## src/hdl/pio_defines.svh

```systemverilog
`ifndef PIO_DEFINES_SVH
`define PIO_DEFINES_SVH

// channel count and width of the output byte stream
`define PIO_NUM_CHANNELS 4
`define PIO_DATA_WIDTH   8

// buffer entries per channel as a power of two
`define PIO_FIFO_DEPTH   16

// control bus address layout
`define PIO_ADDR_WIDTH   32
// channel field sits above the register field
`define PIO_CHAN_LSB     5
`define PIO_REG_LSB      2

`endif

```

## src/hdl/pio_reg_pkg.sv

```systemverilog
package pio_reg_pkg;

`include "pio_defines.svh"

    // register slot inside one channel
    typedef enum logic [2:0] {
        REG_ADAPTER_CTRL  = 3'd0,
        REG_DATA_RST      = 3'd1,
        REG_DATA_MODE     = 3'd2,
        REG_DATA_READY    = 3'd3,
        REG_DATA_IN       = 3'd4,
        REG_DATA_XFER_CNT = 3'd5,
        REG_NULL_IN_CNT   = 3'd6,
        REG_NULL_XFER_CNT = 3'd7
    } reg_index_e;

    // one keep bit per byte lane of a control word
    typedef logic [32/`PIO_DATA_WIDTH-1:0] byte_keep_t;

    // full control bus word for registers and counters
    typedef logic [31:0] reg_word_t;

endpackage

```

## src/hdl/pio_stream_pkg.sv

```systemverilog
package pio_stream_pkg;

`include "pio_defines.svh"

    // word to byte converter state
    typedef enum logic {
        CONV_IDLE,
        CONV_SHIFT
    } conv_state_e;

    // channel number carried with every output token
    typedef logic [$clog2(`PIO_NUM_CHANNELS)-1:0] chan_id_t;

endpackage

```

## src/hdl/ctrl_decoder.sv

```systemverilog
`timescale 1ns/1ps
`include "pio_defines.svh"

module ctrl_decoder import pio_reg_pkg::*, pio_stream_pkg::*; (
    input  logic                         clk,
    input  logic                         rst,
    input  logic                         ctrl_wen,
    input  logic [`PIO_ADDR_WIDTH-1:0]   ctrl_waddr,
    input  logic                         ctrl_ren,
    input  logic [`PIO_ADDR_WIDTH-1:0]   ctrl_raddr,
    input  reg_word_t                    chan_rdata [`PIO_NUM_CHANNELS],
    output logic [`PIO_NUM_CHANNELS-1:0] chan_wen,
    output reg_index_e                   reg_waddr,
    output reg_index_e                   reg_raddr,
    output reg_word_t                    ctrl_rdata
);

    chan_id_t wchan;
    chan_id_t rchan;

    // address fields
    assign wchan     = ctrl_waddr[`PIO_CHAN_LSB +: $bits(chan_id_t)];
    assign rchan     = ctrl_raddr[`PIO_CHAN_LSB +: $bits(chan_id_t)];
    assign reg_waddr = reg_index_e'(ctrl_waddr[`PIO_REG_LSB +: $bits(reg_index_e)]);
    assign reg_raddr = reg_index_e'(ctrl_raddr[`PIO_REG_LSB +: $bits(reg_index_e)]);

    // one-hot write strobe per channel
    always_comb begin
        chan_wen = '0;
        if (ctrl_wen) begin
            chan_wen[wchan] = 1'b1;
        end
    end

    // read returns zero outside an active read
    assign ctrl_rdata = ctrl_ren ? chan_rdata[rchan] : '0;

endmodule

```

## config.mk

```make
export PLATFORM = sky130hd
export DESIGN_NAME = ctrl_decoder
export DESIGN_NICKNAME = d
export VERILOG_FILES = /design/src/hdl/pio_reg_pkg.sv /design/src/hdl/pio_stream_pkg.sv /design/src/hdl/ctrl_decoder.sv
export VERILOG_INCLUDE_DIRS = /design/src /design/src/hdl
export SDC_FILE = /design/constraint.sdc
export NUM_CORES = 1
export LEC_CHECK = 0
export BUFFER_PORTS_ARGS = -buffer_cell sky130_fd_sc_hd__buf_4
export CAP_MARGIN = 20
export CORE_AREA = 5 5 90 92
export DETAILED_ROUTE_END_ITERATION = 6
export DIE_AREA = 0 0 95 97
export PLACE_DENSITY = 0.62
export SETUP_SLACK_MARGIN = 0.1
export SLEW_MARGIN = 20
export SYNTH_ARGS = -nofsm -noshare
export SYNTH_HDL_FRONTEND = slang
export SYNTH_SLANG_ARGS = --single-unit
```

## constraint.sdc

```tcl
create_clock -name vclk -period 0.8
set_input_delay 0.08 -clock vclk [all_inputs]
set_output_delay 0.08 -clock vclk [all_outputs]
set_load 0.05 [all_outputs]
```

# [Yosys cells after proc, flatten, opt, wreduce, memory -nomap -nowiden]
# Cells that the tools add are included.
[word_totals] reg_bits=0 latchBits=0 ram_bits=0 romBits=0 n_memories=0
[op_classes] n_addsub=0 mul=0 div_mod_pow=0 order_cmp=3 n_eq_ne=0 n_shift=0 n_mux=7 bitwise=1 n_reduce_logical=1
[ops] operator="two-way mux 32 bit" n=3
[ops] operator="binary-select mux 32 bit (select 2 bit)" n=1
[ops] operator="two-way mux 4 bit" n=1
[ops] operator="greater-or-equal comparator 3 bit (second input constant)" n=1
[ops] operator="< comparator 2 x 3 -> 1 bit (second input constant)" n=1
[ops] operator="NOT 2 -> 3 bit" n=1
[ops] operator="demux 1 bit (select 2 bit)" n=1
[ops] operator="greater-or-equal comparator 2 x 1 -> 1 bit (second input constant)" n=1
[ops] operator="logical AND 1 bit" n=1
[ops] operator="two-way mux 1 bit" n=1

# [Longest topological paths before layout]
[logic_depth] word_depth=5 ltp_mapped=4

# [Worst setup path before layout]
# Ideal clock, no wire load.
[synth_path] path_type="input port to output port" startpoint="input port ctrl_ren" endpoint="output port ctrl_rdata[10]" arrival_ps=1298 required_ps=720 path_slack_ps=-578 path_stages=3 n_path_buf=1 path_cell_list="or2b_1 > buf_4 > o22ai_1"
[synth_via] elab_chain_len=1
[synth_rtl] item="start: declaration" line_no="ctrl_decoder.sv:9" rtl="input logic ctrl_ren,"
[synth_rtl] item="two-way mux 32 bit" line_no="ctrl_decoder.sv:36" rtl="assign ctrl_rdata = ctrl_ren ? chan_rdata[rchan] : '0;"
[synth_rtl] item="end: declaration" line_no="ctrl_decoder.sv:15" rtl="output reg_word_t ctrl_rdata"
# No other way between the ends.

# [Worst setup path in the final report]
[layout_path] startpoint="input port ctrl_raddr[5]" endpoint="output port ctrl_rdata[13]"
[layout_via] elab_chain_len=5
[layout_rtl] item="start: declaration" line_no="ctrl_decoder.sv:10" rtl="input logic [`PIO_ADDR_WIDTH-1:0] ctrl_raddr,"
[layout_rtl] item="NOT 2 -> 3 bit (not written as such)" line_no="ctrl_decoder.sv:36"
[layout_rtl] item="binary-select mux 32 bit (select 2 bit)" line_no="ctrl_decoder.sv:36"
[layout_rtl] item="two-way mux 32 bit (not written as such) (2 in a row)" line_no="ctrl_decoder.sv:36"
[layout_rtl] item="two-way mux 32 bit" line_no="ctrl_decoder.sv:36"
# No other way between the ends. The select of a mux whose other input is x is not followed.

==> results.yml <==
synth:
  seq_area_frac_synth: 0
  synth_nets: 318
  yosysUniqueCellTypes: 13
  avgSynthCellArea_um2: 8.83
  ys_warn_count: 0
  synth_area_um2: 1080
  syn-instance-count: 122
sta:
  fin_tns_setup_ns: -9.02
  timing.final.crit_share: 1.39
  maxSlewHeadroom: 0.823
  worstMarginPinSlew_ns: 0.258
  grt_setup_unrepaired: "true"
  slew_violations: 0
  setup_ws_ns: -0.314
  fmax_ghz: 0.898
  finalSetupViolCount: 32
  finalHoldViolations: 0
  fin_crit_ns: 1.11
outcome:
  violations: "negative setup slack"
  status: "finished with violations"
global_routing:
  grt_use_total: 0.132
  grt.overflow.total: 0
  grt_max_degree: 17
  grt_pass1_wl_mm: 9.85
  grt_antenna_before_repair: 0
  grt_pass1_vias: 2075
finish:
  final_cell_count_no_fill: 391
  seq_cells: 0
  area_growth_syn_to_layout_pct: 243
  nClkBuffers: 0
  final_cell_mix: "138 x buf_4, 39 x mux2i_2, 33 x buf_6"
  final_common_cell: "buf_4"
  antenna_cells: 0
  nets: 490
  seqCellArea_um2: 0
  multiInputGateArea_um2: 1760
  nFillCells: 647
  final_layout_size_suffix_gt1_frac: 0.976
pwr:
  power_density_nw_per_um2: 754
  leakagePower_nw: 1.49
  peakVddDrop_mv: 0.372
critical_path:
  start_kind: "primary input"
  slowest_stage: "or2b_4"
  max_stage_delay_ns: 0.32
  crit_arrival_ns: 1.03
  critPathBufInv: 3
  worstPathMaxFanout: 12
  worstSetupPathType: "primary input to output port"
  cp_top_family: "buffers and inverters"
  endpoint_kind: "output port"
  cp.required_ns: 0.72
  cp_cell_sequence: "buf_6, or2b_4, buf_12, o22ai_4, buf_6"
  crit_top_cell: "buf_6"
placement:
  hpwl_mm: 5.04
  gp_congestion: 0.745
  placed_cells: 384
  io_buffers: 170
floorplan:
  initial_core_util: 0.151
  die_height_um: 97
  die_w_um: 95
  core-area_um2: 7140
  rows: 31
  ios: 238
  dieArea_um2: 9220
routing:
  drc: 0
  avgViaCountPerCell: 4.48
  antenna_left: 0
  wire_per_inst_um: 17.5
  wirelength_mm: 6.86
  via_count: 1751
  first_pass_iters: 4
  drt-initial-drc-count: 26
min_path:
  hold_path.class: "primary input to output port"
flow_run:
  cap_viol_max_count: 0
clock_tree:
  hold_buffers: 0
  postCtsSetupBuffers: 0
==> synthesized netlist by cell type <==
library cell / instances / area (µm²)
o22ai_1: 32 / 200
buf_8: 3 / 45.0
buf_6: 1 / 11.3
nor2_1: 1 / 3.75
and3_1: 1 / 6.26
and3b_1: 1 / 8.76
mux2i_1: 64 / 641
or2b_1: 1 / 7.51
clkbuf_1: 3 / 11.3
nor3b_1: 1 / 7.51
buf_12: 3 / 60.1
buf_4: 9 / 67.6
nand2_1: 2 / 7.51
==> per-stage QoR <==
stage	power, W	area, µm²	utilization	hold WS, ns	setup WS, ns
after CTS	0.00255	3370	0.472	0.160	-0.370
final	0.00279	3700	0.518	0.160	-0.314
after global placement	0.00217	2920	0.409	0.160	-0.428
after detailed placement	0.00219	2920	0.409	0.160	-0.434
after global routing	0.00291	3700	0.518	0.160	-0.340
after floorplan	0.00147	1590	-	0.224	-0.186
==> layer usage <==
layer / track usage / wire length (µm)
met4: 0.0166 / 73
met2: 0.274 / 3910
met5: 0 / 0
met3: 0.0403 / 833
met1: 0.123 / 2040
==> kinds of logic after synthesis <==
kind of cell	synth area share
AOI/OAI and AO/OA	0.186
buffers and inverters	0.181
and+or+nand+nor	0.0383
muxes	0.595
==> final timing paths <==
check | startpoint | end | slack, ns | depth (start not counted)
max | ctrl_raddr[5] | ctrl_rdata[13] | -0.31 | 5
min | ctrl_raddr[4] | reg_raddr[2] | 0.16 | 0
==> what timing repair did <==
action	CTS	global route
resized for setup	76	56
endpoints found under the setup margin	32	33
hold endpoints to repair	0	0
pin swaps	3	2
cloned	5	2
==> report_power, final <==
group	leakage [nW]	internal, W	total, W	switching [W]
Combinational	1.49	0.00145	0.00279	0.00134
Clock	0	0	0	0
Sequential	0	0	0	0
Total	1.49	0.00145	0.00279	0.00134
==> final cells by class <==
| type | instances | area share |
|---|---|---|
| Timing Repair Buffer | 189 | 0.492 |
| Multi-Input combinational cell | 103 | 0.475 |
| Tap cell | 99 | 0.0335 |
No activity file was read; power rests on OpenSTA's default activity.
