### src/hdl/pio_defines.svh
`ifndef PIO_DEFINES_SVH
`define PIO_DEFINES_SVH

// channel count and width of the output byte stream
`define PIO_NUM_CHANNELS 4
`define PIO_DATA_WIDTH   8

// buffer entries per channel as a power of two
`define PIO_FIFO_DEPTH   16

// control bus address layout
`define PIO_ADDR_WIDTH   32
// channel field sits above the register field
`define PIO_CHAN_LSB     5
`define PIO_REG_LSB      2

`endif

### src/hdl/pio_reg_pkg.sv
package pio_reg_pkg;

`include "pio_defines.svh"

    // register slot inside one channel
    typedef enum logic [2:0] {
        REG_ADAPTER_CTRL  = 3'd0,
        REG_DATA_RST      = 3'd1,
        REG_DATA_MODE     = 3'd2,
        REG_DATA_READY    = 3'd3,
        REG_DATA_IN       = 3'd4,
        REG_DATA_XFER_CNT = 3'd5,
        REG_NULL_IN_CNT   = 3'd6,
        REG_NULL_XFER_CNT = 3'd7
    } reg_index_e;

    // one keep bit per byte lane of a control word
    typedef logic [32/`PIO_DATA_WIDTH-1:0] byte_keep_t;

    // full control bus word for registers and counters
    typedef logic [31:0] reg_word_t;

endpackage

### src/hdl/pio_stream_pkg.sv
package pio_stream_pkg;

`include "pio_defines.svh"

    // word to byte converter state
    typedef enum logic {
        CONV_IDLE,
        CONV_SHIFT
    } conv_state_e;

    // channel number carried with every output token
    typedef logic [$clog2(`PIO_NUM_CHANNELS)-1:0] chan_id_t;

endpackage

### src/hdl/byte_fifo.sv
`timescale 1ns/1ps
`include "pio_defines.svh"

module byte_fifo #(
    parameter int FIFO_DEPTH = 16
) (
    input  logic                       clk,
    input  logic                       rst,
    input  logic                       flush,
    input  logic                       in_valid,
    output logic                       in_ready,
    input  logic [`PIO_DATA_WIDTH-1:0] in_data,
    output logic                       out_valid,
    input  logic                       out_ready,
    output logic [`PIO_DATA_WIDTH-1:0] out_data
);

    localparam int PTR_W = $clog2(FIFO_DEPTH);

    logic [`PIO_DATA_WIDTH-1:0] mem [FIFO_DEPTH];
    logic [PTR_W-1:0]           wr_ptr;
    logic [PTR_W-1:0]           rd_ptr;
    logic [PTR_W:0]             count;
    logic                       push;
    logic                       pop;

    assign in_ready  = (count != (PTR_W+1)'(FIFO_DEPTH));
    assign out_valid = (count != '0);
    assign push      = in_valid && in_ready;
    assign pop       = out_valid && out_ready;
    assign out_data  = mem[rd_ptr];

    always_ff @(posedge clk) begin
        if (push) begin
            mem[wr_ptr] <= in_data;
        end
    end

    // pointers wrap on their own at a power-of-two depth
    always_ff @(posedge clk) begin
        if (rst || flush) begin
            wr_ptr <= '0;
            rd_ptr <= '0;
            count  <= '0;
        end else begin
            if (push) begin
                wr_ptr <= wr_ptr + 1'b1;
            end
            if (pop) begin
                rd_ptr <= rd_ptr + 1'b1;
            end
            case ({push, pop})
                2'b10:   count <= count + 1'b1;
                2'b01:   count <= count - 1'b1;
                default: count <= count;
            endcase
        end
    end

endmodule

### src/hdl/ingress_channel.sv
`timescale 1ns/1ps
`include "pio_defines.svh"

module ingress_channel import pio_reg_pkg::*; (
    input  logic                       clk,
    input  logic                       rst,
    input  logic                       wen,
    input  reg_index_e                 waddr,
    input  reg_word_t                  wdata,
    input  reg_index_e                 raddr,
    output reg_word_t                  rdata,
    output logic                       stream_valid,
    output logic [`PIO_DATA_WIDTH-1:0] stream_data,
    output logic                       stream_empty,
    input  logic                       stream_ready
);

    // ADAPTER_CTRL fields
    logic       compact_mode;
    logic       rec_mode;
    // DATA_MODE fields
    byte_keep_t data_keep;
    logic       data_last;
    logic       data_null;

    reg_word_t  data_xfer_cnt;
    reg_word_t  null_in_cnt;
    reg_word_t  null_xfer_cnt;

    logic                       flush;
    logic                       word_valid;
    logic                       word_ready;
    logic                       conv_valid;
    logic                       conv_ready;
    logic [`PIO_DATA_WIDTH-1:0] conv_data;
    logic                       fifo_valid;
    logic [`PIO_DATA_WIDTH-1:0] fifo_data;
    logic                       null_valid;
    logic                       data_take;
    logic                       null_take;

    // DATA_RST flushes converter and buffer for one cycle
    assign flush      = wen && (waddr == REG_DATA_RST);
    assign word_valid = wen && (waddr == REG_DATA_IN);

    always_ff @(posedge clk) begin
        if (rst) begin
            compact_mode <= 1'b1;
            rec_mode     <= 1'b0;
        end else if (wen && (waddr == REG_ADAPTER_CTRL)) begin
            compact_mode <= wdata[0];
            rec_mode     <= wdata[1];
        end
    end

    always_ff @(posedge clk) begin
        if (rst) begin
            data_keep <= '1;
            data_last <= 1'b0;
            data_null <= 1'b0;
        end else if (wen && (waddr == REG_DATA_MODE)) begin
            data_keep <= wdata[$bits(byte_keep_t)-1:0];
            data_last <= wdata[4];
            data_null <= wdata[31];
        end
    end

    word_to_byte_converter u_conv (
        .clk       (clk),
        .rst       (rst),
        .flush     (flush),
        .in_valid  (word_valid),
        .in_ready  (word_ready),
        .in_data   (wdata),
        .in_keep   (data_keep),
        .out_valid (conv_valid),
        .out_ready (conv_ready),
        .out_data  (conv_data)
    );

    byte_fifo #(
        .FIFO_DEPTH (`PIO_FIFO_DEPTH)
    ) u_fifo (
        .clk       (clk),
        .rst       (rst),
        .flush     (flush),
        .in_valid  (conv_valid),
        .in_ready  (conv_ready),
        .in_data   (conv_data),
        .out_valid (fifo_valid),
        .out_ready (stream_ready),
        .out_data  (fifo_data)
    );

    // nulls only go out while the buffer is empty
    assign null_valid   = rec_mode || (null_in_cnt != '0);
    assign data_take    = fifo_valid && stream_ready;
    assign null_take    = null_valid && stream_ready && !fifo_valid;
    assign stream_valid = fifo_valid || null_valid;
    assign stream_empty = !fifo_valid;
    assign stream_data  = fifo_data;

    // a register write wins over the count event
    always_ff @(posedge clk) begin
        if (rst) begin
            data_xfer_cnt <= '0;
            null_in_cnt   <= '0;
            null_xfer_cnt <= '0;
        end else begin
            if (wen && (waddr == REG_DATA_XFER_CNT)) begin
                data_xfer_cnt <= wdata;
            end else if (data_take) begin
                data_xfer_cnt <= data_xfer_cnt + 32'd1;
            end
            if (wen && (waddr == REG_NULL_IN_CNT)) begin
                null_in_cnt <= wdata;
            end else if (null_take && (null_in_cnt != '0)) begin
                null_in_cnt <= null_in_cnt - 32'd1;
            end
            if (wen && (waddr == REG_NULL_XFER_CNT)) begin
                null_xfer_cnt <= wdata;
            end else if (null_take && rec_mode) begin
                null_xfer_cnt <= null_xfer_cnt + 32'd1;
            end
        end
    end

    // write-only slots fall to the default
    always_comb begin
        case (raddr)
            REG_ADAPTER_CTRL:  rdata = {30'd0, rec_mode, compact_mode};
            REG_DATA_MODE:     rdata = {data_null, 26'd0, data_last, data_keep};
            REG_DATA_READY:    rdata = {31'd0, word_ready};
            REG_DATA_XFER_CNT: rdata = data_xfer_cnt;
            REG_NULL_IN_CNT:   rdata = null_in_cnt;
            REG_NULL_XFER_CNT: rdata = null_xfer_cnt;
            default:           rdata = '0;
        endcase
    end

endmodule

### src/hdl/word_to_byte_converter.sv
`timescale 1ns/1ps
`include "pio_defines.svh"

module word_to_byte_converter import pio_reg_pkg::*, pio_stream_pkg::*; (
    input  logic                       clk,
    input  logic                       rst,
    input  logic                       flush,
    input  logic                       in_valid,
    output logic                       in_ready,
    input  logic [31:0]                in_data,
    input  byte_keep_t                 in_keep,
    output logic                       out_valid,
    input  logic                       out_ready,
    output logic [`PIO_DATA_WIDTH-1:0] out_data
);

    conv_state_e state;
    logic [31:0] word_q;
    byte_keep_t  keep_q;
    byte_keep_t  keep_next;
    int          lane;

    // lowest remaining kept lane
    always_comb begin
        lane = 0;
        for (int i = $bits(byte_keep_t) - 1; i >= 0; i--) begin
            if (keep_q[i]) begin
                lane = i;
            end
        end
        keep_next       = keep_q;
        keep_next[lane] = 1'b0;
    end

    assign in_ready  = (state == CONV_IDLE);
    assign out_valid = (state == CONV_SHIFT);
    assign out_data  = word_q[lane*`PIO_DATA_WIDTH +: `PIO_DATA_WIDTH];

    always_ff @(posedge clk) begin
        if (in_valid && in_ready) begin
            word_q <= in_data;
        end
    end

    always_ff @(posedge clk) begin
        if (rst || flush) begin
            state  <= CONV_IDLE;
            keep_q <= '0;
        end else if (state == CONV_IDLE) begin
            // empty keep mask emits nothing
            if (in_valid && (in_keep != '0)) begin
                state  <= CONV_SHIFT;
                keep_q <= in_keep;
            end
        end else if (out_ready) begin
            keep_q <= keep_next;
            if (keep_next == '0) begin
                state <= CONV_IDLE;
            end
        end
    end

endmodule

### config.mk
export PLATFORM = sky130hd
export DESIGN_NAME = ingress_channel
export DESIGN_NICKNAME = d
export VERILOG_FILES = /design/src/hdl/pio_reg_pkg.sv /design/src/hdl/pio_stream_pkg.sv /design/src/hdl/byte_fifo.sv /design/src/hdl/ingress_channel.sv /design/src/hdl/word_to_byte_converter.sv
export VERILOG_INCLUDE_DIRS = /design/src /design/src/hdl
export SDC_FILE = /design/constraint.sdc
export NUM_CORES = 1
export LEC_CHECK = 0
export BUFFER_PORTS_ARGS = -buffer_cell sky130_fd_sc_hd__buf_2
export CAP_MARGIN = 20
export CELL_PAD_IN_SITES_DETAIL_PLACEMENT = 1
export CELL_PAD_IN_SITES_GLOBAL_PLACEMENT = 1
export CORE_MARGIN = 2
export CORE_UTILIZATION = 53
export DETAILED_ROUTE_END_ITERATION = 7
export GPL_ROUTABILITY_DRIVEN = 0
export PLACE_DENSITY_LB_ADDON = 0.25
export SLEW_MARGIN = 30
export SYNTH_ARGS = -nofsm -noshare
export SYNTH_HDL_FRONTEND = slang
export SYNTH_HIERARCHICAL = 1
export SYNTH_SLANG_ARGS = --single-unit
### constraint.sdc
create_clock -name clk -period 8.7 [get_ports clk]
set_input_delay 0.435 -clock clk [delete_from_list [all_inputs] [get_ports clk]]
set_output_delay 0.435 -clock clk [all_outputs]
set_load 0.02 [all_outputs]
# Yosys cells after proc, flatten, opt, wreduce, memory -nomap -nowiden

Memory sizes are Yosys's and may differ from the RTL's. A register that Yosys moved wholly into a read port is not among the register bits.
Cells that the tools add are included.

Shift-type cells: 1
Add/subtract/negate cells: 7
Div/mod/pow operators: 0
Multiply operators: 0
Equal/unequal tests: 15
$lt $le $gt $ge: 2
Reduce and logical (&&, ||, !) cells: 32
Bitwise operators: 3
Muxes and demuxes: 25

Operator list:

| operator              | number |
|---|---|
| $mux 32               | 6 |
| $pmux 32 s6           | 1 |
| $add 32x1->32 const B | 2 |
| $reduce_bool 32->1    | 1 |
| $shiftx 32x6->8       | 1 |
| $sub 32x1->32 const B | 1 |
| $eq 3x3->1 const B    | 7 |
| $mux 4                | 5 |
| $logic_and 1x1->1     | 16 |
| $pmux 5 s2            | 1 |
| $reduce_bool 2->1     | 5 |
| $eq 3x2->1 const B    | 3 |
| $add 4x1->4 const B   | 2 |
| $mux 2                | 4 |
| $mux 1                | 7 |
| $logic_not 3->1       | 2 |
| $add 5x1->5 const B   | 1 |
| $ne 5x5->1 const B    | 1 |
| $reduce_bool 5->1     | 1 |
| $sub 5x1->5 const B   | 1 |
| $and 4x4->4           | 1 |
| $logic_not 4->1       | 1 |
| $not 4->4             | 1 |
| $reduce_bool 4->1     | 1 |
| 11 further kinds      | 13 |

Latch bits: 0
Register bits after elaboration: 154
Word-level logic and storage cells: 100
Memories: 1
Input port bits: 42
Memory bits (read-only): 0
RAM bits: 128

Memories:

| memory     | depth | width | read ports | clocked after memory_dff | wr ports | line            | source |
|---|---|---|---|---|---|---|---|
| u_fifo.mem | 16    | 8     | 1          | 1                        | 1        | byte_fifo.sv:20 | `` logic [`PIO_DATA_WIDTH-1:0] mem [FIFO_DEPTH]; `` |

# Depth between registers and ports, before layout

Depth in word-level cells: 14
Gate-level depth with buffers: 11
Gate-level depth less buffers: 10

# Cells and area by module

The synthesis kept the hierarchy.

Modules (own cells, without submodules):

| module                 | area an instance (um^2) | cells an instance | seq. area each (um^2) | times used |
|---|---|---|---|---|
| ingress_channel        | 6617.6                  | 832               | 2082.0                | 1 |
| byte_fifo              | 5854.4                  | 329               | 4184.0                | 1 |
| word_to_byte_converter | 1493.9                  | 107               | 1061.0                | 1 |

# Worst setup path before layout

No wires, ideal clock.

Path kind: reg-to-reg
Start point: register u_fifo.count[1]
End point: register null_in_cnt[15]
Required time: 8.609 ns
Period minus slack after synthesis: 3.091 ns
Path buffers: 3
Cell stages (with the launch flop): 11
Path slack: 5.609 ns
Setup time: 0.091 ns
Arrival time: 3.000 ns
Cell sequence: dfxtp_1 > buf_6 > nor4_1 > nand2_1 > clkbuf_1 > or3b_2 > or4_1 > clkbuf_1 > or3_1 > or3_1 > a311oi_1

Cells in the longest elaborated chain, start to end: 5

RTL lines:

| what                               | line                   | source |
|---|---|---|
| start, declared                    | byte_fifo.sv:23        | `logic [PTR_W:0] count;` |
| start signal, assigned             | byte_fifo.sv:53        | `2'b10: count <= count + 1'b1;` |
| start signal, assigned             | byte_fifo.sv:54        | `2'b01: count <= count - 1'b1;` |
| start signal, assigned             | byte_fifo.sv:55        | `default: count <= count;` |
| $reduce_bool 5->1                  | byte_fifo.sv:28        | `assign out_valid = (count != '0);` |
| via fifo_valid                     | ingress_channel.sv:36  | `logic fifo_valid;` |
| $logic_not 1->1                    | ingress_channel.sv:98  | `assign null_take = null_valid && stream_ready && !fifo_valid;` |
| $logic_and 1x1->1                  | ingress_channel.sv:98  |  |
| $logic_and 1x1->1                  | ingress_channel.sv:117 | `end else if (null_take && (null_in_cnt != '0)) begin` |
| $reduce_bool 2->1 (no source line) | -                      |  |
| end signal, assigned               | ingress_channel.sv:116 | `null_in_cnt <= wdata;` |
| end signal, assigned               | ingress_channel.sv:118 | `null_in_cnt <= null_in_cnt - 32'd1;` |
| end, declared                      | ingress_channel.sv:27  | `reg_word_t null_in_cnt;` |

The timed path passes the listed nets, and every way through them passes these cells.
A chain may end at the register's enable or synchronous reset.

# Worst setup path after layout

Start point: register u_fifo.count[1]
End point: register null_xfer_cnt[31]

Cells in the longest elaborated chain, start to end: 5

RTL lines:

| what                               | line                   | source |
|---|---|---|
| $reduce_bool 5->1                  | byte_fifo.sv:28        |  |
| via fifo_valid                     | ingress_channel.sv:36  |  |
| $logic_not 1->1                    | ingress_channel.sv:98  |  |
| $logic_and 1x1->1                  | ingress_channel.sv:98  |  |
| $logic_and 1x1->1                  | ingress_channel.sv:122 | `end else if (null_take && rec_mode) begin` |
| $reduce_bool 2->1 (no source line) | -                      |  |
| end signal, assigned               | ingress_channel.sv:121 | `null_xfer_cnt <= wdata;` |
| end signal, assigned               | ingress_channel.sv:123 | `null_xfer_cnt <= null_xfer_cnt + 32'd1;` |
| end, declared                      | ingress_channel.sv:28  | `reg_word_t null_xfer_cnt;` |

The timed path passes the listed nets, and every way through them passes these cells.

==> metrics <==
outcome completed; r2r startpoint u_fifo/count[1]; area leader, netlist edfxtp_1; CP arrival 4.27 ns; initial DRC count 797; clock-pin transition on the worst setup and hold timing paths 0.07 ns; wire per inst 25.2 um; synthesized area per cell 11.0 um2; Max-slew headroom 0.361; Achievable Freq 262 MHz; PnR Total Power 3850 uW; antenna cells 0; Seq cells post-synth 286; Yosys cell types 73; Hold Crit Class primary input to register; Worst Setup SP u_fifo/count[1]; # hold bufs at CTS 0; final wirelength 42,000 um; synthesis-to-finish area growth 12.0%; Max Cap Viol 0; vias in the first global route 11,096; CTS sink cnt 286; dominant synthesized flop cell edfxtp_1; fill count 2,719; area of the multi-input gates 6220 um2; via count 10,754; CP max FO 11; Post-route DRC 0; Initial Util 0.537; Via-to-Cell Ratio 6.46; Post-Syn Nets 1,321; Cells after Synth 1,268; Nets 1,359; synthesized area 14,000 um2; final hold vios 0; setup violators final 0; Least-Margin Pin Slew 0.958 ns; Post-synth ARST share 0; sequential area share after synthesis 0.525; Overflow after GRT 0; Worst-Skew Late Latency 0.56 ns; crit end category register; share of cells above drive strength 1 0.183; Max Slew Vio Count 0; clock skew 0.0161 ns; top cell type's share of synthesized area 0.344; Clock Tree Buf Depth 3; worst reg2reg endpoint null_xfer_cnt[31]; Hold Path Origin wdata[14]; total track usage 0.299; Die H 166 um; busiest layer in global routing met2; worst reg2reg path depth 7; pin count of the biggest net entering global routing 65; clk root buf clkbuf_16; M1 GR Usage 0.388; hold slack 0.148 ns; remaining antenna violation count 0; first-pass GRT wire length 65,000 um; met3 Use GR 0.0298; grt met2 use 0.536; CTS tree built; Seq. cell area 7330 um2; worst endpoint required time 9.15 ns; Num CTS Buffers 30; Pre-antenna DRT Iters 5; post-route clock period utilization 0.439; core area 26,000 um2; # resized after CTS 0; Hold Path End u_conv/word_q[14]; I/O pins 84; Hold Path Stages 1; final worst path period need 3.82 ns; FF-to-FF setup slack 4.88 ns; antenna violations before repair 0; EDFF count, synth 160; setup TNS 0 ns; HPWL after DPL 28,700 um; synth warn 6; IO Port Bufs 83; Pwr Density 246 nW/um2; Setup CP Type register to register; leakage 0.00515 uW; RSZ-0062 raised after global routing false; Setup crit start kind register; die area 27,700 um2; Rows 59; Post-CTS Setup Bufs 0; Peak VDD IR 0.000226 V; die extent in x 166 um; largest cells by area after synthesis edfxtp_1, dfxtp_1, mux4_2; H-tree levels 1
## logic make-up after synthesis
group,share of synthesized area
AND/OR/NAND/NOR,0.176
flip-flops,0.525
AO/OA/AOI/OAI,0.141
buffers and inverters,0.0349
multiplexers,0.0788
XOR/XNOR,0.0339
adder cells (fa/ha/maj),0.0106
## how the worst max path moves through the flow
stage | to | slack (ns) | depth (start not counted)
2_1_floorplan | null_in_cnt[15] | 5.61 | 10
3_5_place_dp | null_xfer_cnt[29] | 4.97 | 7
5_1_grt | null_xfer_cnt[31] | 4.68 | 7
6_report | null_xfer_cnt[31] | 4.88 | 7
4_1_cts | stream_valid | 4.93 | 5
3_3_place_gp | null_in_cnt[21] | 5.15 | 7
## power breakdown
part	total (uW)	switching, uW	leakage (uW)	internal [uW]
sequential	1620	105	0.00247	1520
combinational	918	567	0.00220	350
clock	1310	551	0.000481	759
total	3850	1220	0.00515	2630
## flip-flops by register name (all words and copies together) (netlist names), 4 cells and up, named ones only
signal         flops
u_fifo/mem       128
data_xfer_cnt     32
null_in_cnt       32
null_xfer_cnt     32
u_conv/word_q     32
u_fifo/count       5
data_keep          4
u_conv/keep_q      4
u_fifo/rd_ptr      4
u_fifo/wr_ptr      4
## metal layers
layer / wire [um] / up-vias
li1: - / 4943
met1: 17700 / 5466
met2: 21400 / 280
met3: 1820 / 65
met4: 977 / 0
met5: 0 / -
## critical path: stages, from the launching register on
cell and delay, ns:
dfxtp_1 0.39, nor4_1 0.60, nand2_1 0.43, nand2b_1 0.41
or3_1 0.54, or4_1 0.62, or3_1 0.40, a311oi_1 0.31
## through the flow
step	setup WS [ns]	util	instance area, um2	cells
after detailed placement	4.97	0.561	14600	1607
after global routing	4.68	0.602	15600	1665
after global placement	5.15	0.559	14500	1605
after CTS	4.93	0.600	15600	1663
final	4.88	0.602	15600	1665
after floorplan	5.61	-	14000	1268
## cell usage after synthesis, drive strengths merged, types with 7 or more instances
library cell,instances
mux4,32
a311oi,46
nand2b,7
mux2,24
o31ai,13
nor2,140
or4,30
or3,38
a22o,8
buf,20
a21oi,8
a221oi,8
ha,11
xor2,16
a22oi,43
nand2,57
nand3,31
clkbuf,71
dfxtp,126
o21ai,60
and4,9
nor2b,43
nor4,21
a211oi,50
and3,9
inv,30
nor3,32
mux2i,11
nand4,16
xnor2,38
edfxtp,160
## final cells by class
cell class                      instances  area share
Sequential cell                       286       0.469
Multi-Input combinational cell        861       0.398
Clock buffer                           38      0.0526
Timing Repair Buffer                   97      0.0350
Tap cell                              335      0.0268
Clock inverter                         18      0.0117
Inverter                               30     0.00720
## placed cells by master, fill, tap and decap left out, types with 13 or more instances in the layout
| cell | count |
|---|---|
| o21ai_0 | 48 |
| a211oi_1 | 50 |
| o31ai_1 | 13 |
| nor2_1 | 140 |
| clkbuf_16 | 31 |
| inv_1 | 27 |
| nor3_1 | 28 |
| xor2_1 | 16 |
| nor2b_1 | 41 |
| buf_2 | 82 |
| a311oi_1 | 45 |
| buf_4 | 13 |
| nand3_1 | 31 |
| mux4_2 | 32 |
| nor4_1 | 20 |
| xnor2_1 | 38 |
| or3_1 | 37 |
| edfxtp_1 | 160 |
| a22oi_1 | 42 |
| mux2_2 | 24 |
| nand2_1 | 57 |
| or4_1 | 23 |
| nand4_1 | 16 |
| dfxtp_1 | 124 |
(Power assumes the default switching activity.)
